File: src/include/scan_settings.svh
// --------------------
// Small geometry for simulation with an 8x4 frame buffer
// Scale these values up for real 720p output timing
// Horizontal blanking and DISP_WIDTH must both be even
// --------------------
`ifndef SCAN_SETTINGS_SVH
`define SCAN_SETTINGS_SVH

// --------------------
// Capture window
// --------------------
// Source pixels skipped after the source hsync rises
`define CAP_HBLANK 4
// Source lines skipped after the source vsync rises
`define CAP_VBLANK 2

// --------------------
// Frame buffer
// --------------------
// Stored pixels per line and stored lines per frame
`define FB_WIDTH 8
`define FB_HEIGHT 4

// --------------------
// Display timing
// --------------------
// Horizontal front porch, sync width and back porch in display pixels
`define DISP_HFP 4
`define DISP_HSW 2
`define DISP_HBP 2
// Vertical front porch, sync width and back porch in display lines
`define DISP_VFP 1
`define DISP_VSW 1
`define DISP_VBP 1
// Active area, which must hold twice the frame buffer in both directions
`define DISP_WIDTH 20
`define DISP_HEIGHT 10
// Lines from the top of the active area down to the first picture line
`define DISP_V_OFFSET 1

`endif

File: src/design/scan_pkg.sv
// --------------------
// Types shared by the capture, sequencer and display blocks
// Address width follows the frame buffer size in the settings header
// --------------------
`include "scan_settings.svh"

package scan_pkg;

	// --------------------
	// Frame buffer addressing
	// --------------------
	// One word per stored pixel, so the address covers width times height
	localparam int FB_ADDR_W = $clog2(`FB_WIDTH * `FB_HEIGHT);

	typedef logic [FB_ADDR_W-1:0] fb_addr_t;

	// --------------------
	// Pixel formats
	// --------------------
	// Stored pixel as it sits in one 16-bit SRAM word
	typedef struct packed {
		logic [4:0] red;
		logic [5:0] green;
		logic [4:0] blue;
	} rgb565_t;

	// Pixel as it leaves toward the HDMI transmitter
	typedef struct packed {
		logic [7:0] red;
		logic [7:0] green;
		logic [7:0] blue;
	} rgb888_t;

	// Raw digitizer sample, red in the top ten bits
	typedef struct packed {
		logic [9:0] red;
		logic [9:0] green;
		logic [9:0] blue;
	} cap_pixel_t;

	// Four clocks of one SRAM slot, in the order they run
	typedef enum logic [1:0] {PH_LAUNCH, PH_CAPTURE, PH_WRITE_DATA, PH_READ_ADDR} slot_phase_t;

endpackage

File: src/design/sram_slot_if.sv
`timescale 1ns/1ps
// --------------------
// Shares one SRAM slot between a capture write and a display read
// The read data is only meaningful during PH_CAPTURE
// --------------------

interface sram_slot_if
	import scan_pkg::*;
();

	// --------------------
	// Write group
	// --------------------
	// High while a captured pixel waits for its slot
	logic        wr_pending;
	fb_addr_t    wr_addr;
	rgb565_t     wr_data;
	// Pulses in the cycle the sequencer accepts the pending pixel
	logic        wr_taken;

	// --------------------
	// Read group
	// --------------------
	// Presented by the raster during PH_READ_ADDR
	fb_addr_t    rd_addr;
	logic        rd_en;
	// Word on the SRAM bus, sampled by the raster in PH_CAPTURE
	rgb565_t     rd_data;
	// Current slot phase, owned by the sequencer
	slot_phase_t phase;

	// Capture side
	modport writer (output wr_pending, wr_addr, wr_data, input wr_taken);

	// Display side
	modport raster (output rd_addr, rd_en, input rd_data, phase);

	// SRAM bus owner
	modport sequencer (
		input  wr_pending, wr_addr, wr_data, rd_addr, rd_en,
		output wr_taken, rd_data, phase
	);

endinterface

File: src/design/display_raster.sv
`timescale 1ns/1ps
// --------------------
// Two display pixels per slot, each stored pixel shown on both of them
// Syncs and colour reach the pins one display pixel after their counter value
// --------------------
`include "scan_settings.svh"

module display_raster
	import scan_pkg::*;
(
	input  logic        in_hs,
	input  logic        rst,
	sram_slot_if.raster slot,
	output logic        out_pclk,
	output logic        out_hsync,
	output logic        out_vsync,
	output rgb888_t     out_rgb
);

	// --------------------
	// Raster geometry
	// --------------------
	localparam int H_BLANK    = `DISP_HFP + `DISP_HSW + `DISP_HBP;
	localparam int V_BLANK    = `DISP_VFP + `DISP_VSW + `DISP_VBP;
	localparam int H_TOTAL    = H_BLANK + `DISP_WIDTH;
	localparam int V_TOTAL    = V_BLANK + `DISP_HEIGHT;
	// Picture window, doubled in both directions
	localparam int PIC_LEFT   = H_BLANK;
	localparam int PIC_RIGHT  = H_BLANK + 2 * `FB_WIDTH;
	localparam int PIC_TOP    = V_BLANK + `DISP_V_OFFSET;
	localparam int PIC_BOTTOM = PIC_TOP + 2 * `FB_HEIGHT;
	localparam int H_W        = $clog2(H_TOTAL + 1);
	localparam int V_W        = $clog2(V_TOTAL + 1);

	logic [H_W-1:0] h_cnt;
	logic [H_W-1:0] h_ahead;
	logic [V_W-1:0] v_cnt;
	logic [V_W-1:0] pic_row;
	logic           advance;
	logic           line_end;
	logic           frame_end;
	logic           pic_line;
	logic           show_pic;
	logic           fetch_pic;
	fb_addr_t       rd_ptr;

	// Stored colour widened with zero low bits
	function automatic rgb888_t expand565(input rgb565_t px);
		rgb888_t wide;
		wide.red   = {px.red, 3'b000};
		wide.green = {px.green, 2'b00};
		wide.blue  = {px.blue, 3'b000};
		return wide;
	endfunction

	// --------------------
	// Counters
	// --------------------
	// One display pixel after PH_LAUNCH and one after PH_WRITE_DATA
	assign advance   = (slot.phase == PH_LAUNCH) || (slot.phase == PH_WRITE_DATA);
	assign line_end  = advance && (h_cnt == H_TOTAL - 1);
	assign frame_end = line_end && (v_cnt == V_TOTAL - 1);

	// Starting on the last pixel makes the first advance open a clean frame
	always_ff @(posedge in_hs) begin
		if (rst) begin
			h_cnt <= H_W'(H_TOTAL - 1);
			v_cnt <= V_W'(V_TOTAL - 1);
		end else if (advance) begin
			if (line_end) begin
				h_cnt <= '0;
				v_cnt <= frame_end ? '0 : v_cnt + 1'b1;
			end else begin
				h_cnt <= h_cnt + 1'b1;
			end
		end
	end

	// --------------------
	// Picture window
	// --------------------
	always_comb begin
		pic_line = (v_cnt >= PIC_TOP) && (v_cnt < PIC_BOTTOM);
		pic_row  = v_cnt - V_W'(PIC_TOP);
		// In PH_CAPTURE the count is the first pixel of the pair being shown
		show_pic = pic_line && (h_cnt >= PIC_LEFT) && (h_cnt < PIC_RIGHT);
		// In PH_READ_ADDR the next PH_CAPTURE will hold one count further
		h_ahead   = h_cnt + 1'b1;
		fetch_pic = pic_line && (h_ahead >= PIC_LEFT) && (h_ahead < PIC_RIGHT);
	end

	// --------------------
	// Read addressing
	// --------------------
	assign slot.rd_en   = (slot.phase == PH_READ_ADDR) && fetch_pic;
	assign slot.rd_addr = rd_ptr;

	// First line of a pair rewinds so the second line reads the same words
	always_ff @(posedge in_hs) begin
		if (rst) begin
			rd_ptr <= '0;
		end else if (frame_end) begin
			rd_ptr <= '0;
		end else if (line_end && pic_line && !pic_row[0]) begin
			rd_ptr <= rd_ptr - fb_addr_t'(`FB_WIDTH);
		end else if (slot.rd_en) begin
			rd_ptr <= rd_ptr + 1'b1;
		end
	end

	// --------------------
	// Outputs
	// --------------------
	always_ff @(posedge in_hs) begin
		if (rst) begin
			out_pclk  <= 1'b0;
			out_hsync <= 1'b0;
			out_vsync <= 1'b0;
			out_rgb   <= '0;
		end else begin
			out_pclk  <= advance;
			out_hsync <= (h_cnt >= `DISP_HFP) && (h_cnt < `DISP_HFP + `DISP_HSW);
			out_vsync <= (v_cnt >= `DISP_VFP) && (v_cnt < `DISP_VFP + `DISP_VSW);
			// New colour lands between the two clock pulses of its pixel pair
			if (slot.phase == PH_CAPTURE) begin
				out_rgb <= show_pic ? expand565(slot.rd_data) : '0;
			end
		end
	end

endmodule

File: src/flat_wrapper.sv
// flat-port wrapper written by rule: the top's interface ports become plain ports
module display_raster_flat import scan_pkg::*;
  (in_hs, rst, out_pclk, out_hsync, out_vsync, out_rgb, slot_rd_addr, slot_rd_en, slot_rd_data, slot_phase);
  sram_slot_if slot_i ();
  input  logic in_hs;
  input  logic rst;
  output logic out_pclk;
  output logic out_hsync;
  output logic out_vsync;
  output rgb888_t out_rgb;
  output wire logic [$bits(slot_i.rd_addr)-1:0] slot_rd_addr;
  output wire logic [$bits(slot_i.rd_en)-1:0] slot_rd_en;
  input wire logic [$bits(slot_i.rd_data)-1:0] slot_rd_data;
  input wire logic [$bits(slot_i.phase)-1:0] slot_phase;
  assign slot_rd_addr = slot_i.rd_addr;
  assign slot_rd_en = slot_i.rd_en;
  assign slot_i.rd_data = slot_rd_data;
  assign slot_i.phase = slot_phase;
  display_raster u_core (.in_hs(in_hs), .rst(rst), .slot(slot_i), .out_pclk(out_pclk), .out_hsync(out_hsync), .out_vsync(out_vsync), .out_rgb(out_rgb));
endmodule
File: config.mk
export PLATFORM = sky130hd
export DESIGN_NAME = display_raster_flat
export DESIGN_NICKNAME = d
export VERILOG_FILES = /design/src/design/scan_pkg.sv /design/src/design/sram_slot_if.sv /design/src/design/display_raster.sv /design/src/flat_wrapper.sv
export VERILOG_INCLUDE_DIRS = /design/src /design/src/include
export SDC_FILE = /design/constraint.sdc
export NUM_CORES = 1
export LEC_CHECK = 0
export ABC_AREA = 1
export BUFFER_PORTS_ARGS = -buffer_cell sky130_fd_sc_hd__buf_4
export CAP_MARGIN = 20
export CORE_MARGIN = 2
export CORE_UTILIZATION = 50
export DETAILED_ROUTE_END_ITERATION = 12
export PLACE_DENSITY = 0.84
export SYNTH_ARGS = -nofsm -noshare
export SYNTH_HDL_FRONTEND = slang
export SYNTH_SLANG_ARGS = --single-unit
File: constraint.sdc
create_clock -name in_hs -period 2.04 [get_ports in_hs]
set_clock_uncertainty 0.1 [all_clocks]
set_input_delay 0.204 -clock in_hs [delete_from_list [all_inputs] [get_ports in_hs]]
set_output_delay 0.204 -clock in_hs [all_outputs]
set_load 0.03 [all_outputs]
# Word level (Yosys, flattened, before mapping)
# Cells that the tools add are included.
dict set report word_totals {
  elab_cells 52
  inputBits 20
  reg_bits 41
  output_inout_bits 33
}
dict set report op_classes {
  n_eq_ne 5
  n_addsub 5
  n_lt_le_gt_ge 10
  n_reduce_logical 18
  mux 5
}
# op count
set op_table {}
lappend op_table {{$mux 24} 1}
lappend op_table {{$mux 5} 3}
lappend op_table {{$logic_and 1x1->1} 12}
lappend op_table {{$add 5x1->5 const B} 2}
lappend op_table {{$ge 5x4->1 const B} 2}
lappend op_table {{$lt 5x5->1 const B} 2}
lappend op_table {{$eq 5x5->1 const B} 1}
lappend op_table {{$ge 5x3->1 const B} 1}
lappend op_table {{$lt 5x3->1 const B} 1}
lappend op_table {{$sub 5x4->5 const B} 1}
lappend op_table {{$add 4x1->4 const B} 1}
lappend op_table {{$eq 2x2->1 const B} 2}
lappend op_table {{$eq 4x4->1 const B} 1}
lappend op_table {{$ge 4x1->1 const B} 1}
lappend op_table {{$ge 4x3->1 const B} 1}
lappend op_table {{$lt 4x2->1 const B} 1}
lappend op_table {{$lt 4x4->1 const B} 1}
lappend op_table {{$mux 4} 1}
lappend op_table {{$eq 2x1->1 const B} 1}
lappend op_table {{$logic_not 2->1} 1}
lappend op_table {{$reduce_and 2->1} 1}
lappend op_table {{$reduce_bool 2->1} 1}
lappend op_table {{$reduce_or 2->1} 1}
lappend op_table {{$logic_not 1->1} 1}
lappend op_table {{other kinds (2)} 2}

# Depth between registers and ports, before layout
dict set report depth {
  depth_word 7
  depth_mapped 11
  depth_no_buf 11
}

# Worst setup path after synthesis
# OpenSTA, ideal clock, no wires.
dict set report synth_path {
  kind {reg-to-reg}
  start {register u_core.v_cnt[2]}
  end {register u_core.rd_ptr[2] (netlist: u_core.slot.rd_addr[2])}
  arrival_ns 1.475
  period_less_slack_ns 1.645
  setup_ns 0.070
  stages_incl_launch_ff 9
  t_required_ns 1.870
  n_path_buf 0
  path_slack_ns 0.395
  path_cell_list {dfxtp_1 > inv_1 > ha_1 > inv_1 > nor2_1 > nand2_4 > inv_1 > nand2_1 > a21oi_1}
}
dict set report synth_between {
  elab_chain_len 6
  word_cells_on_any_way 13
  classes_between {order compare: 2; eq/ne: 1; mux: 1; reduce/logical: 9}
}
# element line_no
set synth_lines {}
lappend synth_lines {{from (decl)} display_raster.sv:37} ;# logic [V_W-1:0] v_cnt;
lappend synth_lines {{from (signal assigned)} display_raster.sv:68} ;# v_cnt <= V_W'(V_TOTAL - 1);
lappend synth_lines {{from (signal assigned)} display_raster.sv:72} ;# v_cnt <= frame_end ? '0 : v_cnt + 1'b1;
lappend synth_lines {{$ge 4x3->1 or $lt 4x4->1 (tied branches)} display_raster.sv:83} ;# pic_line = (v_cnt >= PIC_TOP) && (v_cnt < PIC_BOTTOM);
lappend synth_lines {{$logic_and 1x1->1 *} display_raster.sv:83}
lappend synth_lines {{$logic_and 1x1->1 * (2 in series)} display_raster.sv:89} ;# fetch_pic = pic_line && (h_ahead >= PIC_LEFT) && (h_ahead < PIC_RIGHT);
lappend synth_lines {{$logic_and 1x1->1 *} display_raster.sv:95} ;# assign slot.rd_en = (slot.phase == PH_READ_ADDR) && fetch_pic;
lappend synth_lines {{via slot_rd_en} flat_wrapper.sv:12} ;# output wire logic [$bits(slot_i.rd_en)-1:0] slot_rd_en;
lappend synth_lines {{$reduce_bool 2->1 (no source line) *} n/a}
lappend synth_lines {{to (signal assigned)} display_raster.sv:105} ;# rd_ptr <= rd_ptr - fb_addr_t'(`FB_WIDTH);
lappend synth_lines {{to (signal assigned)} display_raster.sv:107} ;# rd_ptr <= rd_ptr + 1'b1;
lappend synth_lines {{to (decl)} display_raster.sv:45} ;# fb_addr_t rd_ptr;
# Mark *: on every way through the listed nets, which the timed path passes. The rest lies on a longest branch.
# A chain may end at the register's enable or synchronous reset.

# Worst setup path after layout
dict set report layout_path {
  start {register u_core.v_cnt[3]}
  end {output port slot_rd_en}
}
dict set report layout_between {
  elab_chain_len 5
  word_cells_on_any_way 6
  classes_between {order compare: 2; reduce/logical: 4}
}
# element line_no
set layout_lines {}
lappend layout_lines {{$ge 4x3->1 or $lt 4x4->1 (tied branches)} display_raster.sv:83}
lappend layout_lines {{$logic_and 1x1->1 *} display_raster.sv:83}
lappend layout_lines {{$logic_and 1x1->1 * (2 in series)} display_raster.sv:89}
lappend layout_lines {{$logic_and 1x1->1 *} display_raster.sv:95}
lappend layout_lines {{to (decl)} flat_wrapper.sv:12}
# Every way passes the cells marked *; elsewhere a longest branch is shown, timed or not.

==> implementation parameters <==
Parameter                              Value

Outcome
  Run status    finished clean

Finish
  Multi-input logic area    around 860 sq um
  Top library cells by usage in the layout, fill and taps aside    sky130_fd_sc_hd__nand2_1 (48), sky130_fd_sc_hd__buf_4 (46), sky130_fd_sc_hd__dfxtp_1 (29)
  Total inserted antenna cells    0
  Share of final-layout standard cells stronger than drive strength 1    approximately 28%
  Sequential standard cell area    roughly 670 sq um
  Nets    approximately 300
  Layout filler cell count    248
  Area growth from synthesis to layout    32.25%
  Most common library cell in the layout ignoring fill and taps    sky130_fd_sc_hd__nand2_1

Setup path
  R2R depth    11
  Critical path cell sequence    inv_1 > ha_1 > inv_1 > nor2_4 > nand2_4 > inv_2 > buf_6
  Worst endpoint data arrival time    ~1.6 ns
  Worst path buffer plus inverter count    4
  R2r startpoint    u_core.v_cnt[3]
  Levels on crit path    7
  Largest stage delay on the critical path    ~0.37 ns
  Critical path fanouts, max    7
  Required time at the endpoint of the critical path    approximately 1.7 ns
  Most common cell type on the critical path    sky130_fd_sc_hd__inv_1
  Cell at the slowest stage of the critical path    sky130_fd_sc_hd__dfxtp_1
  Crit Reg-Reg Endpoint    u_core.slot.rd_addr[4]
  Crit path capture type    primary output
  Top cell family by delay on the critical path    flip-flops
  CP startpoint    u_core.v_cnt[3]
  Element type at the critical path start    register
  Reg-to-reg setup timing slack    between 0.3 and 0.4 ns
  Start-to-end type of the worst setup path    register to primary output

Synthesis
  Cell count after synthesis    215
  Share of the synthesized area in the top cell type    39.97%
  Yosys warnings    0
  Area leader, netlist    sky130_fd_sc_hd__dfxtp_1
  Average footprint of a synthesized cell    approximately 7.7 sq um
  Count of unique library cells instantiated by Yosys    30
  Fraction of synthesis flops using an asynchronous set or reset pin    0%
  Prevailing post-synth register cell    sky130_fd_sc_hd__dfxtp_1
  Number of flops mapped to enable cells by yosys    0
  Post-Synthesis Cell Area    about 1700 sq um
  Sequential area share after synthesis    roughly two fifths
  Top area cells in the synthesized netlist    sky130_fd_sc_hd__dfxtp_1 (40%), sky130_fd_sc_hd__nand2_1 (11%), sky130_fd_sc_hd__a21oi_1 (6.4%), sky130_fd_sc_hd__o21ai_0 (6.4%), sky130_fd_sc_hd__ha_1 (6.1%)
  Register bit count reported by yosys    33

Timing
  Fin crit share    between 90 and 100%
  Final worst path period need    1.896 ns
  Unrepaired setup endpoints after global routing    false
  Final count of negative-setup-slack endpoints    0
  Minimum setup slack in the final design    approximately 0.14 ns
  Final-report max-slew violation count    0
  Fmax    between 500 and 600 MHz
  Setup TNS    0 ns
  Final hold violation count    0

Min path
  Number of cells traversed by the worst hold path    3
  Terminating pin of the worst hold path    u_core.out_rgb[6]
  HP Start    slot_rd_data[3]
  Path category of the worst min-delay check    primary input to register

Floorplan
  Std-Cell Core Area    ~3100 sq um
  X dimension of the die    just over 60 um
  Number of cell rows    20
  IO Count    53
  Starting utilization of the core area    between 50 and 60%
  Total Die Area    about 3800 sq um
  Die height    61.50 um

Drt
  Detailed Routing Iterations Pass 1    4
  DRT Wirelength    between 3000 and 4000 um
  DRC marker count from the first detailed-route iteration    54
  Per-cell routed wire length    11.74 um
  Antenna Violating Nets Remaining    0
  Detailed-route vias per instance    roughly 5.0
  Number of remaining DRC errors    0
  DR vias    roughly 1,600

GRT
  Largest net degree at the start of global routing    33
  Combined global-route utilization of all metal layers    between 20% and 30%
  Global-route wire length before repair    between 6000 and 7000 um
  Number of global-route vias before repair    1,458
  Initial antenna violation count    0
  Remaining global-route overflow    0

Place
  Number of input and output port buffers inserted    44
  Post-DP HPWL    ~2500 um
  Routability-driven placement congestion ratio    0.8833
  Setup slack after placement    0.3204 ns

Power
  Overall power after layout    approximately 1.5 mW
  IR drop worst, VDD    0.4480 mV
  Total power divided by cell area    a little under 700 nW/um^2
  Leakage component of the power    between 1 and 1.5 nW

Clocking
  Cell at the root of the clock tree    sky130_fd_sc_hd__clkbuf_4
  Post-CTS setup buffer count    0
  Largest buffer count on any clock path    2
  Maximum level of the CTS H-tree    2
  Clock latency at the later pin of the worst-skew pair    0.33 ns
  Clock slew at the register clock pins of the worst setup and hold paths    roughly 0.10 ns
  TritonCTS buffer count    5
  TritonCTS sink count    33
  Clock tree from TritonCTS    yes

Flow run
  Max-cap violation count    0
[worst max-delay path by stage]
stage / end / slack (ns)
after floorplan: u_core.slot.rd_addr[2] / 0.40
after global placement: slot_rd_en / 0.36
after detailed placement: slot_rd_en / 0.32
after CTS: slot_rd_en / 0.002
after global routing: slot_rd_en / 0.04
final: slot_rd_en / 0.14
[cells in the mapped netlist (2+ instances only)]
master / n
sky130_fd_sc_hd__nand2_1: 48
sky130_fd_sc_hd__dfxtp_1: 33
sky130_fd_sc_hd__a21oi_1: 21
sky130_fd_sc_hd__o21ai_0: 21
sky130_fd_sc_hd__inv_1: 17
sky130_fd_sc_hd__nor2_1: 10
sky130_fd_sc_hd__buf_4: 9
sky130_fd_sc_hd__ha_1: 8
sky130_fd_sc_hd__nand3_1: 8
sky130_fd_sc_hd__nand4_1: 5
sky130_fd_sc_hd__o211ai_1: 4
sky130_fd_sc_hd__buf_2: 3
sky130_fd_sc_hd__inv_2: 3
sky130_fd_sc_hd__nand2_2: 3
sky130_fd_sc_hd__clkbuf_1: 2
sky130_fd_sc_hd__nand2_4: 2
sky130_fd_sc_hd__nand3_2: 2
sky130_fd_sc_hd__nor2_2: 2
sky130_fd_sc_hd__xnor2_1: 2
sky130_fd_sc_hd__xor2_1: 2
[area by class of cell]
type | count | share of cell area [%]
clock buffer | 6 | 1.889
clock inverter | 2 | 0.4579
inverter | 20 | 3.434
multi-input combinational | 154 | 39.44
sequential | 33 | 30.45
tap | 44 | 2.519
timing repair buffer | 59 | 21.81
[cells by family (layout without fill, tap and decap cells)]
group / after synthesis / count (layout) / synth area share (%)
and+or+nand+nor: 85 / 85 / 24.68
AOI/OAI and AO/OA: 49 / 49 / 16.28
buffers and inverters: 35 / 87 / 10.67
DFF: 33 / 33 / 39.97
adders and majority gates: 8 / 8 / 6.056
xor gates and xnor gates: 4 / 4 / 2.120
other: 1 / 8 / 0.2269
[routing by layer]
layer | vias to the layer above | track usage, % | share of wire, %
met5 | - | 0 | 0
met2 | 51 | 35.94 | 46
li1 | 809 | - | -
met3 | 6 | 7.983 | 6.5
met4 | 0 | 10.33 | 1.9
met1 | 711 | 27.89 | 45
[worst register-to-register path: cells and delay by family (launching register included)]
kind | cells | cell delay [ns]
DFF | 1 | 0.37
buffers and inverters | 3 | 0.21
adders and majority gates | 1 | 0.32
and+or+nand+nor | 7 | 0.64
[flip-flops by register name (all words and copies together), names as in the netlist]
signal,count
u_core.out_pclk,1
u_core.h_cnt,5
u_core.slot.rd_addr,5
u_core.out_hsync,1
u_core.out_vsync,1
u_core.v_cnt,4
u_core.out_rgb,16
[what timing repair did]
action | 4_1_cts | 5_1_grt
endpoints found under the hold margin | 12 | 0
pin swaps | 0 | 0
setup endpoints to repair | 1 | 1
cloned | 0 | 0
hold buffers | 12 | 0
gates resized for setup | 4 | 6
[power breakdown]
part	internal (mW)	leakage [nW]	switching (mW)
combinational	0.156	0.737	0.246
sequential	0.690	0.270	0.0472
clock	0.131	0.0320	0.222
[through the flow]
step	hold WS, ns	util (%)	cell area (sq um)	cells
final	0.02332	70.44	2186	318
after global routing	0.01049	70.44	2186	318
after CTS	0.001756	69.76	2165	318
after detailed placement	0.2829	63.99	1986	298
after floorplan	0.1707	-	1679	222
after global placement	0.2870	63.99	1986	298
Note: power is estimated with default switching activity, not from simulation.
