===== config.mk =====
export PLATFORM = sky130hd
export DESIGN_NAME = frame_writer_flat
export DESIGN_NICKNAME = d
export VERILOG_FILES = /design/src/design/scan_pkg.sv /design/src/design/sram_slot_if.sv /design/src/design/frame_writer.sv /design/src/flat_wrapper.sv
export VERILOG_INCLUDE_DIRS = /design/src /design/src/include
export SDC_FILE = /design/constraint.sdc
export NUM_CORES = 1
export LEC_CHECK = 0
export BUFFER_PORTS_ARGS = -buffer_cell sky130_fd_sc_hd__buf_2
export CORE_ASPECT_RATIO = 0.75
export CORE_MARGIN = 5
export CORE_UTILIZATION = 44
export CTS_CLUSTER_DIAMETER = 150
export DETAILED_ROUTE_END_ITERATION = 10
export PLACE_DENSITY = 0.7
export SLEW_MARGIN = 20
export SYNTH_ARGS = -nofsm -noshare
export SYNTH_HDL_FRONTEND = slang
export SYNTH_SLANG_ARGS = --single-unit

===== constraint.sdc =====
create_clock -name in_hs -period 4.53 [get_ports in_hs]
set_clock_uncertainty 0.1 [all_clocks]
set_input_delay 0.453 -clock in_hs [delete_from_list [all_inputs] [get_ports in_hs]]
set_output_delay 0.453 -clock in_hs [all_outputs]
set_load 0.01 [all_outputs]

===== src/include/scan_settings.svh =====
// --------------------
// Small geometry for simulation with an 8x4 frame buffer
// Scale these values up for real 720p output timing
// Horizontal blanking and DISP_WIDTH must both be even
// --------------------
`ifndef SCAN_SETTINGS_SVH
`define SCAN_SETTINGS_SVH

// --------------------
// Capture window
// --------------------
// Source pixels skipped after the source hsync rises
`define CAP_HBLANK 4
// Source lines skipped after the source vsync rises
`define CAP_VBLANK 2

// --------------------
// Frame buffer
// --------------------
// Stored pixels per line and stored lines per frame
`define FB_WIDTH 8
`define FB_HEIGHT 4

// --------------------
// Display timing
// --------------------
// Horizontal front porch, sync width and back porch in display pixels
`define DISP_HFP 4
`define DISP_HSW 2
`define DISP_HBP 2
// Vertical front porch, sync width and back porch in display lines
`define DISP_VFP 1
`define DISP_VSW 1
`define DISP_VBP 1
// Active area, which must hold twice the frame buffer in both directions
`define DISP_WIDTH 20
`define DISP_HEIGHT 10
// Lines from the top of the active area down to the first picture line
`define DISP_V_OFFSET 1

`endif


===== src/design/scan_pkg.sv =====
// --------------------
// Types shared by the capture, sequencer and display blocks
// Address width follows the frame buffer size in the settings header
// --------------------
`include "scan_settings.svh"

package scan_pkg;

	// --------------------
	// Frame buffer addressing
	// --------------------
	// One word per stored pixel, so the address covers width times height
	localparam int FB_ADDR_W = $clog2(`FB_WIDTH * `FB_HEIGHT);

	typedef logic [FB_ADDR_W-1:0] fb_addr_t;

	// --------------------
	// Pixel formats
	// --------------------
	// Stored pixel as it sits in one 16-bit SRAM word
	typedef struct packed {
		logic [4:0] red;
		logic [5:0] green;
		logic [4:0] blue;
	} rgb565_t;

	// Pixel as it leaves toward the HDMI transmitter
	typedef struct packed {
		logic [7:0] red;
		logic [7:0] green;
		logic [7:0] blue;
	} rgb888_t;

	// Raw digitizer sample, red in the top ten bits
	typedef struct packed {
		logic [9:0] red;
		logic [9:0] green;
		logic [9:0] blue;
	} cap_pixel_t;

	// Four clocks of one SRAM slot, in the order they run
	typedef enum logic [1:0] {PH_LAUNCH, PH_CAPTURE, PH_WRITE_DATA, PH_READ_ADDR} slot_phase_t;

endpackage


===== src/design/sram_slot_if.sv =====
`timescale 1ns/1ps
// --------------------
// Shares one SRAM slot between a capture write and a display read
// The read data is only meaningful during PH_CAPTURE
// --------------------

interface sram_slot_if
	import scan_pkg::*;
();

	// --------------------
	// Write group
	// --------------------
	// High while a captured pixel waits for its slot
	logic        wr_pending;
	fb_addr_t    wr_addr;
	rgb565_t     wr_data;
	// Pulses in the cycle the sequencer accepts the pending pixel
	logic        wr_taken;

	// --------------------
	// Read group
	// --------------------
	// Presented by the raster during PH_READ_ADDR
	fb_addr_t    rd_addr;
	logic        rd_en;
	// Word on the SRAM bus, sampled by the raster in PH_CAPTURE
	rgb565_t     rd_data;
	// Current slot phase, owned by the sequencer
	slot_phase_t phase;

	// Capture side
	modport writer (output wr_pending, wr_addr, wr_data, input wr_taken);

	// Display side
	modport raster (output rd_addr, rd_en, input rd_data, phase);

	// SRAM bus owner
	modport sequencer (
		input  wr_pending, wr_addr, wr_data, rd_addr, rd_en,
		output wr_taken, rd_data, phase
	);

endinterface


===== src/design/frame_writer.sv =====
`timescale 1ns/1ps
// --------------------
// Source pixels must come at least four clocks apart
// There is no stall toward the source, a newer pixel replaces a waiting one
// Capture counters are 12 bits wide and wrap on longer lines or frames
// --------------------
`include "scan_settings.svh"

module frame_writer
	import scan_pkg::*;
(
	input  logic        in_hs,
	input  logic        rst,
	input  logic        src_hsync,
	input  logic        src_vsync,
	input  logic        src_pixel_en,
	input  cap_pixel_t  src_data,
	sram_slot_if.writer slot
);

	localparam int CNT_W = 12;
	// Capture window edges in source pixels and source lines
	localparam int X_LO  = `CAP_HBLANK;
	localparam int X_HI  = `CAP_HBLANK + `FB_WIDTH;
	localparam int Y_LO  = `CAP_VBLANK;
	localparam int Y_HI  = `CAP_VBLANK + `FB_HEIGHT;

	logic [CNT_W-1:0] pix_cnt;
	logic [CNT_W-1:0] line_cnt;
	logic             hsync_d;
	logic             in_window;
	logic             hit;
	logic [CNT_W-1:0] x_off;
	logic [CNT_W-1:0] y_off;
	logic [CNT_W-1:0] lin_addr;

	// Keep the top bits of each 10-bit channel
	function automatic rgb565_t pack565(input cap_pixel_t px);
		rgb565_t word;
		word.red   = px.red[9:5];
		word.green = px.green[9:4];
		word.blue  = px.blue[9:5];
		return word;
	endfunction

	// --------------------
	// Position counters
	// --------------------
	// Pixel index within the line, held at zero through horizontal sync low
	always_ff @(posedge in_hs) begin
		if (rst) begin
			pix_cnt <= '0;
		end else if (!src_hsync) begin
			pix_cnt <= '0;
		end else if (src_pixel_en) begin
			pix_cnt <= pix_cnt + 1'b1;
		end
	end

	// Line index within the frame, bumped on every rising source hsync
	always_ff @(posedge in_hs) begin
		if (rst) begin
			hsync_d  <= 1'b0;
			line_cnt <= '0;
		end else begin
			hsync_d <= src_hsync;
			if (!src_vsync) begin
				line_cnt <= '0;
			end else if (src_hsync && !hsync_d) begin
				line_cnt <= line_cnt + 1'b1;
			end
		end
	end

	// --------------------
	// Window test and address
	// --------------------
	always_comb begin
		in_window = (pix_cnt >= X_LO) && (pix_cnt < X_HI)
			&& (line_cnt >= Y_LO) && (line_cnt < Y_HI);
		// Offsets are only meaningful inside the window
		x_off    = pix_cnt - CNT_W'(X_LO);
		y_off    = line_cnt - CNT_W'(Y_LO);
		lin_addr = x_off + y_off * CNT_W'(`FB_WIDTH);
	end

	// The counters still hold this pixel's index in the cycle it is marked
	assign hit = src_pixel_en && src_hsync && in_window;

	// --------------------
	// Pending write
	// --------------------
	// A fresh pixel wins over the acceptance of the previous one
	always_ff @(posedge in_hs) begin
		if (rst) begin
			slot.wr_pending <= 1'b0;
		end else if (hit) begin
			slot.wr_pending <= 1'b1;
		end else if (slot.wr_taken) begin
			slot.wr_pending <= 1'b0;
		end
	end

	// Address and data of the waiting pixel
	always_ff @(posedge in_hs) begin
		if (hit) begin
			slot.wr_addr <= fb_addr_t'(lin_addr);
			slot.wr_data <= pack565(src_data);
		end
	end

endmodule


===== src/flat_wrapper.sv =====
// flat-port wrapper written by rule: the top's interface ports become plain ports
module frame_writer_flat import scan_pkg::*;
  (in_hs, rst, src_hsync, src_vsync, src_pixel_en, src_data, slot_wr_pending, slot_wr_addr, slot_wr_data, slot_wr_taken);
  sram_slot_if slot_i ();
  input  logic in_hs;
  input  logic rst;
  input  logic src_hsync;
  input  logic src_vsync;
  input  logic src_pixel_en;
  input  cap_pixel_t src_data;
  output wire logic [$bits(slot_i.wr_pending)-1:0] slot_wr_pending;
  output wire logic [$bits(slot_i.wr_addr)-1:0] slot_wr_addr;
  output wire logic [$bits(slot_i.wr_data)-1:0] slot_wr_data;
  input wire logic [$bits(slot_i.wr_taken)-1:0] slot_wr_taken;
  assign slot_wr_pending = slot_i.wr_pending;
  assign slot_wr_addr = slot_i.wr_addr;
  assign slot_wr_data = slot_i.wr_data;
  assign slot_i.wr_taken = slot_wr_taken;
  frame_writer u_core (.in_hs(in_hs), .rst(rst), .src_hsync(src_hsync), .src_vsync(src_vsync), .src_pixel_en(src_pixel_en), .src_data(src_data), .slot(slot_i));
endmodule

== Word-level counts from Yosys, hierarchy flattened ==
Index checks and enable logic that the tools add are counted.

* Register bits after elaboration: 47
* Bits of input ports: 36
* Output and inout bits: 22
* Logic and storage cells: 31

* Add/subtract/negate cells: 5
* Magnitude comparators: 4
* Mux-type cells: 2
* Bitwise gates (word level): 2
* Reductions and logical operators: 10

{| class="wikitable"
|+ Operators with widths
! operator !! count
|-
| $add A12 B1 Y12 const B || 2
|-
| $ge A12 B2 Y1 const B || 1
|-
| $ge A12 B3 Y1 const B || 1
|-
| $lt A12 B3 Y1 const B || 1
|-
| $lt A12 B4 Y1 const B || 1
|-
| $logic_and A1 B1 Y1 || 6
|-
| $add A5 B5 Y5 || 1
|-
| $sub A5 B3 Y5 const B || 1
|-
| $reduce_or A2 Y1 || 2
|-
| $mux W1 || 2
|-
| $not A1 Y1 || 2
|-
| $reduce_bool A2 Y1 || 1
|-
| $sub A2 B2 Y2 const B || 1
|-
| $logic_not A1 Y1 || 1
|}

== Depth between registers and ports, before layout ==
Gate-level depths: netlist of the first run.

* Depth in word-level cells: 6
* Gate-level depth with buffers: 6
* Mapped depth without buffers: 6

== Worst setup path after synthesis of the first run ==
Ideal clock, no wire load.

* Path type: register to register
* From: register u_core.line_cnt[7]
* To: register u_core.slot.wr_addr[0], enable pin
* Setup time: 0.428 ns
* Arrival time: 2.282 ns
* Data required time: 4.002 ns
* Path slack: 1.720 ns
* Stages on the path, launching flop included: 4
* Buffers on the path: 0
* Clock period less this slack: 2.810 ns
* Path through: dfxtp_1 > nor4_1 > nand4_1 > nor3_1

* Longest elaborated chain between the ends: 4
* Elaborated cells between the ends (all ways): 5
* Those cells by class: order compare: 2; reduce/logical: 3

{| class="wikitable"
|+ Ends and longest elaborated chain
! what !! RTL line !! source
|-
| from (decl) || frame_writer.sv:29 || <nowiki>logic [CNT_W-1:0] line_cnt;</nowiki>
|-
| from (signal assigned) || frame_writer.sv:70 || <nowiki>line_cnt <= line_cnt + 1'b1;</nowiki>
|-
| $ge A12 B2 Y1 || frame_writer.sv:80 || <nowiki>&& (line_cnt >= Y_LO) && (line_cnt < Y_HI);</nowiki>
|-
| $logic_and A1 B1 Y1 || frame_writer.sv:80 ||
|-
| $logic_and A1 B1 Y1 * || frame_writer.sv:80 ||
|-
| $logic_and A1 B1 Y1 * || frame_writer.sv:88 || <nowiki>assign hit = src_pixel_en && src_hsync && in_window;</nowiki>
|-
| net u_core.hit || frame_writer.sv:32 || <nowiki>logic hit;</nowiki>
|-
| to (signal assigned) || frame_writer.sv:107 || <nowiki>slot.wr_addr <= fb_addr_t'(lin_addr);</nowiki>
|-
| to (decl) || sram_slot_if.sv:33 || <nowiki>modport writer (output wr_pending, wr_addr, wr_data, input wr_taken);</nowiki>
|}

The timed path passes the listed nets; every way through them passes the cells marked *.
A chain may end at the register's enable or synchronous reset.

== Worst setup path in the final report of the first run ==
* From: register u_core.line_cnt[7]
* To: register u_core.slot.wr_addr[1], enable pin

The elaborated chain is that of the path after synthesis.

==> results of run 1 <==
==> worst min-delay path by stage <==
stage / from / endpoint / slack (ps) / cells after the start
final: src_data[9] / u_core.slot.wr_data[4] / 230 / 1
after global routing: src_data[16] / u_core.slot.wr_data[7] / 200 / 1
after floorplan: u_core.line_cnt[11] / u_core.line_cnt[11] / 350 / 2
after CTS: src_data[9] / u_core.slot.wr_data[4] / 210 / 1
after detailed placement: u_core.line_cnt[11] / u_core.line_cnt[11] / 390 / 2
after global placement: u_core.line_cnt[11] / u_core.line_cnt[11] / 380 / 2
==> critical path, delay by kind of cell (launching register included) <==
| kind | cells | cell delay, ps |
|---|---|---|
| AND/OR/NAND/NOR | 3 | 680 |
| flip-flops | 1 | 370 |
| buffers and inverters | 1 | 300 |
==> sequential cells by signal, indices dropped and copies added, names as in the netlist <==
signal	count
u_core.slot.wr_data	16
u_core.line_cnt	12
u_core.pix_cnt	12
u_core.slot.wr_addr	5
u_core.hsync_d	1
u_core.slot.wr_pending	1
==> layout make-up <==
type	count	area (um^2)	area share, %
Tap cell	55	68.82	2.967
Inverter	9	33.78	1.456
Clock buffer	5	68.82	2.967
Multi-Input combinational cell	104	703.2	30.31
Clock inverter	3	71.32	3.074
Timing Repair Buffer	44	222.7	9.601
Sequential cell	47	1151	49.62
==> power by group <==
part	leakage [nW]	internal, W	switching [W]	total, W
clock	0.0703	0.000224	0.000140	0.000364
sequential	0.399	0.000443	0.00000195	0.000445
combinational	0.391	0.0000114	0.0000105	0.0000219
==> per-layer routing <==
layer | wire length [um] | track usage, % | up-vias
met3 | 304 | 4.326 | 5
li1 | - | - | 661
met5 | 0 | 0 | -
met4 | 42 | 4.743 | 0
met1 | 1635 | 16.08 | 563
met2 | 1299 | 18.17 | 40
==> stage by stage <==
step | worst slack [ps] | area, um^2
global route | 2606 | 2320
finish | 2752 | 2320
CTS | 2763 | 2320
global placement | 2765 | 2180
floorplan | 1720 | 1906
detailed placement | 2780 | 2180
==> cell usage in the layout, fill, tap and decap left out, types with 4 or more instances in the layout <==
cell type / n
nor3_1: 4
dfxtp_1: 26
xor2_1: 10
nand2_1: 6
clkbuf_8: 5
nand3_1: 6
a21oi_1: 4
buf_2: 43
nor2_1: 20
or3_1: 4
edfxtp_1: 21
ha_1: 5
inv_1: 9
nor4_1: 4
o21ai_0: 4
nand4_1: 6
xnor2_1: 13
==> logic make-up after synthesis <==
logic type | after synthesis
simple gates | 65
flops | 47
compound gates | 9
fa+ha+maj | 5
xor+xnor | 23
mux | 2
buf+inv | 13
==> summary.md, run 1 <==
| Metric | Value |
|---|---|
| Status | completed |
| Kind of critical path | flip-flop to flip-flop |
| Mapped Area | around 1900 um^2 |
| Worst-path clk slew | 90 ps |
| Gpl congestion | 0.7453 |
| Final Hold Slack | 226.2 ps |
| Number of synthesized flops with an enable pin | 21 |
| Post-CTS resize count | 0 |
| XOR/XNOR Fraction of Synth Area | roughly a tenth |
| DP HPWL | 2432 um |
| Post-synthesis mux area share | 1.051% |
| Reg2reg start | u_core.line_cnt[7] |
| Count leader, synth | dfxtp_1 |
| Nets | 252 |
| Synth top area share | between 30% and 40% |
| Total GRT Usage | roughly an eighth |
| Cells after synthesis | 164 |
| Ratio of cells with drive above 1 in the final layout | between 20% and 30% |
| Hold Crit Class | primary input to flip-flop |
| Overflow after GRT | 0 |
| Clock Sinks | 47 |
| Hold-fix buffers, CTS | 0 |
| #FFs+latches synth | 47 |
| Setup-failing EPs final | 0 |
| Fmax | 0.5625 GHz |
| Post-CTS Setup Bufs | 0 |
| Synth area leaders | edfxtp_1 33%, dfxtp_1 27%, xnor2_1 6.0% |
| Crit path to | u_core.slot.wr_addr[1] |
| Final Core Density | about 56% |
| Yosys warning count | 0 |
| CP Data Required Time | 4410 ps |
| Post-Syn Nets | 205 |
| Vias per cell | 4.753 |
| Max Root-Sink Buffers | 2 |
| Die X | 85.99 um |
| Crit start category | flip-flop |
| Synth Area per Inst | roughly 12 um^2 |
| Cell taking the most area after synthesis | edfxtp_1 |
| RSZ-0062 raised after global routing | false |
| Reg2reg path depth | 4 |
| 1st-iter DRT viols | 37 |
| Setup TNS | 0 ps |
| Slew Limit Fails | 0 |
| Final min period | 1778 ps |
| H-tree depth | 2 |
| Largest stage delay on the critical path | 370 ps |
| Vias in the first global route | 1179 |
| Fin cells | 267 |
| Crit. Startpoint | u_core.line_cnt[7] |
| PortBufs | 43 |
| Die ar. | 5760 um^2 |
| Commonest cells in the netlist | 26 x dfxtp_1, 21 x edfxtp_1, 20 x nor2_1 |
| Slew at the pin closest to its max-slew limit | roughly 510 ps |
| Root Buffer | clkbuf_8 |
| Antenna cells | 0 |
| R2r setup slk | 2750 ps |
| Crit path DAT | 1660 ps |
| Filler cells | about 380 |
| Power Dens Cells | approximately 360 nW/um^2 |
| Drt wl/cell | 12.29 um |
| Fin. Hold Viols | 0 |
| Initial antenna violation count | 0 |
| Global-route wire length before repair | around 5400 um |
| Crit-path cells | nor4_1, nand4_1, nor3_2, buf_4 |
| Main combinational cell family by area after synthesis | simple AND/OR/NAND/NOR gates |
| Leak | 0.8602 nW |
| Worst Setup End Kind | flip-flop |
| DR vias | 1269 |
| TritonCTS clock tree | built |
| Slowest-stage cell, CP | dfxtp_1 |
| Largest net degree at the start of global routing | 23 |
| Final ANT Viol Nets | 0 |
| DRC | 0 |
| Fin crit share | 39.25% |
| Simple-gate share of the synthesized area | 19.11% |
| Inst Count DP | roughly 260 |
| Slew HR | 66.15% |
| Die Y | 66.99 um |
| Total core area | around 4100 um^2 |
| Maximum VDD drop | approximately 0.00019 V |
| # Max-Cap Violations | 0 |
| WL final | 3281 um |
| Crit path max fanout | 22 |
| Yosys cell types | 32 |
| Num CTS Buffers | 5 |
| R2R Path End | u_core.slot.wr_addr[1] |
| Synth Area in Adders | 3.283% |
| Power, Total | ~0.00083 W |
| Sequential area share after synthesis | roughly three fifths |
| Worst-Skew Late Latency | about 300 ps |
| Synth Area in Compound Gates | under 10% |
| Row cnt | 20 |
| Top FF cell, synth | dfxtp_1 |
| First-pass DRT Iterations | 4 |
| Synth-to-layout area growth | 21.73% |
| I/O pin cnt | 58 |
| Initial core utilization | 46.15% |
| Post-synth ARST share | 0% |
Power figures use the tool's default switching activity.
==> inputs of run 2 (changes only) <==
Clock period 4.53 ns to 1.8 ns, I/O delays scaled along.
==> run 2 against run 1 <==
- count of clock-buffer cells in the layout unchanged
- worst setup slack worse by 2600 ps
- die area unchanged
- fmax up 5.4%
- non-clock buffer count up 20
- final area up 8.3%
- total power up 140%
- clock power up 110%
- largest cell class unchanged
==> summary.md, run 2 (same netlist as run 1, synthesis figures left out) <==
| Metric | Value |
|---|---|
| Status | completed |
| Dpl cell area | 2230 um^2 (+2.3%) |
| Slew at the pin closest to its max-slew limit | 513.4 ps (+5.603 ps) |
| CP Data Required Time | 1710 ps (-2700 ps) |
| Worst-path clk slew | 90 ps (about the same) |
| Crit path DAT | 1600 ps (-60 ps) |
| Nets | 272 (+7.9%) |
| Initial core utilization | 46.15% (unchanged) |
| Post-CTS Setup Bufs | 0 (unchanged) |
| Most frequent cells in the layout | 43 x buf_2, 25 x dfxtp_1, 21 x edfxtp_1 |
| WL final | 3605 um (+9.9%) |
| Power, Total | 0.001984 W (+140%) |
| Synth-to-layout area growth | 31.85% |
| Crit path depth | 4 (unchanged) |
| TritonCTS clock tree | built |
| Die ar. | 5760 um^2 (unchanged) |
| Finished Cell Area | 2512 um^2 (+8.3%) |
| # Max-Cap Violations | 0 (unchanged) |
| DRC | 0 (unchanged) |
| Crit start category | flip-flop |
| Flop pwr share | 56.4% (+2.9 points) |
| Hold Path Depth | 2 (+1) |
| Family with the most delay on the worst path | simple AND/OR/NAND/NOR gates |
| Num CTS Buffers | 5 (unchanged) |
| Largest register by flop count | u_core.slot.wr_data |
| Total GRT Usage | 13.34% (+1.2 points) |
| Max Root-Sink Buffers | 2 (unchanged) |
| Final WS setup | 112.7 ps (-2639 ps) |
| Final min period | 1687 ps (-90.57 ps) |
| Largest stage delay on the critical path | 350 ps (-20 ps) |
| Leak | 0.9421 nW (+9.5%) |
| Kind of critical path | flip-flop to flip-flop |
| I/O pin cnt | 58 (unchanged) |
| Largest net degree at the start of global routing | 23 (unchanged) |
| Sw frac | 20.02% (+1.6 points) |
| Crit path max fanout | 22 (unchanged) |
| Switch Pwr | 0.0003972 W (+160%) |
| Total core area | 4129 um^2 (unchanged) |
| Overflow after GRT | 0 (unchanged) |
| Clock Power Share | 39.4% (-4.4 points) |
| Slew HR | 65.78% (-0.37 points) |
| Die Y | 66.99 um (unchanged) |
| H-tree depth | 2 (unchanged) |
| Antenna cells | 0 (unchanged) |
| Buffers & Inverters on Critical Path | 1 (unchanged) |
| Hold Crit Class | primary input to flip-flop |
| R2r setup slk | 110 ps (-2640 ps) |
| Slew Limit Fails | 0 (unchanged) |
| PortBufs | 43 (unchanged) |
| Most common cell after layout, fill and taps aside | buf_2 |
| Reg2reg start | u_core.line_cnt[6] |
| 1st-iter DRT viols | 60 (+62%) |
| Final ANT Viol Nets | 0 (unchanged) |
| Gpl congestion | 0.8014 (+7.5%) |
| First-pass DRT Iterations | 4 (unchanged) |
| Max reg flops | 16 (unchanged) |
| Drt wl/cell | 12.56 um (+2.2%) |
| R2R Path End | u_core.slot.wr_data[15] |
| Global-route wire length before repair | 5823 um (+7.7%) |
| Vias per cell | 4.735 (-0.37%) |
| Ratio of cells with drive above 1 in the final layout | 28.88% (+0.11 points) |
| DP Worst Slack | 84.69 ps (-2695 ps) |
| Row cnt | 20 (unchanged) |
| Vias in the first global route | 1271 (+7.8%) |
| Setup-failing EPs final | 0 (unchanged) |
| Maximum VDD drop | 0.0004635 V (+150%) |
| Clock Sinks | 47 (unchanged) |
| RSZ-0062 raised after global routing | false |
| Fin cells | 287 (+7.5%) |
| Worst Hold Path EP | u_core.slot.wr_pending |
| Die X | 85.99 um (unchanged) |
| Root Buffer | clkbuf_8 |
| Inst Count DP | 263 (+1.5%) |
| Fin crit share | 93.74% (+54 points) |
| Initial antenna violation count | 0 (unchanged) |
| Top flop regs | u_core.slot.wr_data: 16 flops, u_core.line_cnt: 12 flops, u_core.pix_cnt: 12 flops |
| Crit-path cells | nor4_2, nand4_1, nor3_4, buf_12 |
| Hold path startpoint | rst |
| Worst-Skew Late Latency | 300 ps (about the same) |
| Worst Setup End Kind | flip-flop |
| Slowest-stage cell, CP | dfxtp_1 |
| DR vias | 1359 (+7.1%) |
| DP HPWL | 2533 um (+4.2%) |
| Reg2reg path depth | 4 (unchanged) |
| Fmax | 0.5927 GHz (+5.4%) |
| Power Dens Cells | 789.8 nW/um^2 (+120%) |
| Combinational Power Share | 4.2% (+1.6 points) |
| Final Hold Slack | 68.17 ps (-158.0 ps) |
| Filler cells | 330 (-12%) |
| Fin. Hold Viols | 0 (unchanged) |
| Internal | 0.001587 W (+130%) |
==> run 2: what timing repair did <==
| item | 4_1_cts | 5_1_grt |
|---|---|---|
| hold buffers | 16 | 0 |
| gates resized for setup | 0 | 1 |
| hold endpoints to repair | 16 | 0 |
| setup endpoints to repair | 0 | 21 |
==> run 2: per-stage QoR <==
stage | TNS [ps] | utilization (%)
after floorplan | -1234 | -
after global placement | 0 | 54.00
after detailed placement | 0 | 54.00
after CTS | 0 | 60.70
after global routing | 0 | 60.85
final | 0 | 60.85
==> run 2: worst max path at each step <==
stage	endpoint	slack [ps]	startpoint
CTS	u_core.slot.wr_data[15]	80	u_core.line_cnt[6]
floorplan	u_core.slot.wr_addr[0]	-60	u_core.line_cnt[4]
finish	u_core.slot.wr_data[15]	110	u_core.line_cnt[6]
detailed placement	u_core.slot.wr_data[15]	80	u_core.line_cnt[6]
global route	u_core.slot.wr_data[9]	10	u_core.line_cnt[4]
global placement	u_core.slot.wr_data[0]	120	u_core.line_cnt[6]
==> run 2: routing by layer <==
metal  routed length, um  GRT usage (%)
met1                1733          16.97
met2                1522          20.00
met3                 280          5.439
met4                  68          5.534
met5                   0              0
==> run 2: area by class of cell <==
type,instances,area [um^2],area share (%)
clock inverters,3,47.55,1.892
flip-flops and latches,47,1152,45.87
well taps,55,68.82,2.739
repair buffers,64,425.4,16.93
inverters,9,33.78,1.345
clock buffers,5,68.82,2.739
multi-input cells,104,715.7,28.49
==> run 2: worst reg2reg max path, cell delays in order (launching register included) <==
cell and delay, ps:
dfxtp_1 350, nor4_2 310, nand4_1 210, nor3_4 240
buf_12 190
==> run 2: power groups by stage <==
stage | Combinational [W] | Clock [W] | Sequential, W
6_report | 0.0000834 | 0.000781 | 0.00112
5_1_grt | 0.0000924 | 0.000851 | 0.00112
4_1_cts | 0.0000845 | 0.000805 | 0.00112
3_5_place_dp | 0.0000568 | 0 | 0.00114
3_3_place_gp | 0.0000537 | 0 | 0.00114
2_1_floorplan | 0.0000294 | 0 | 0.00114
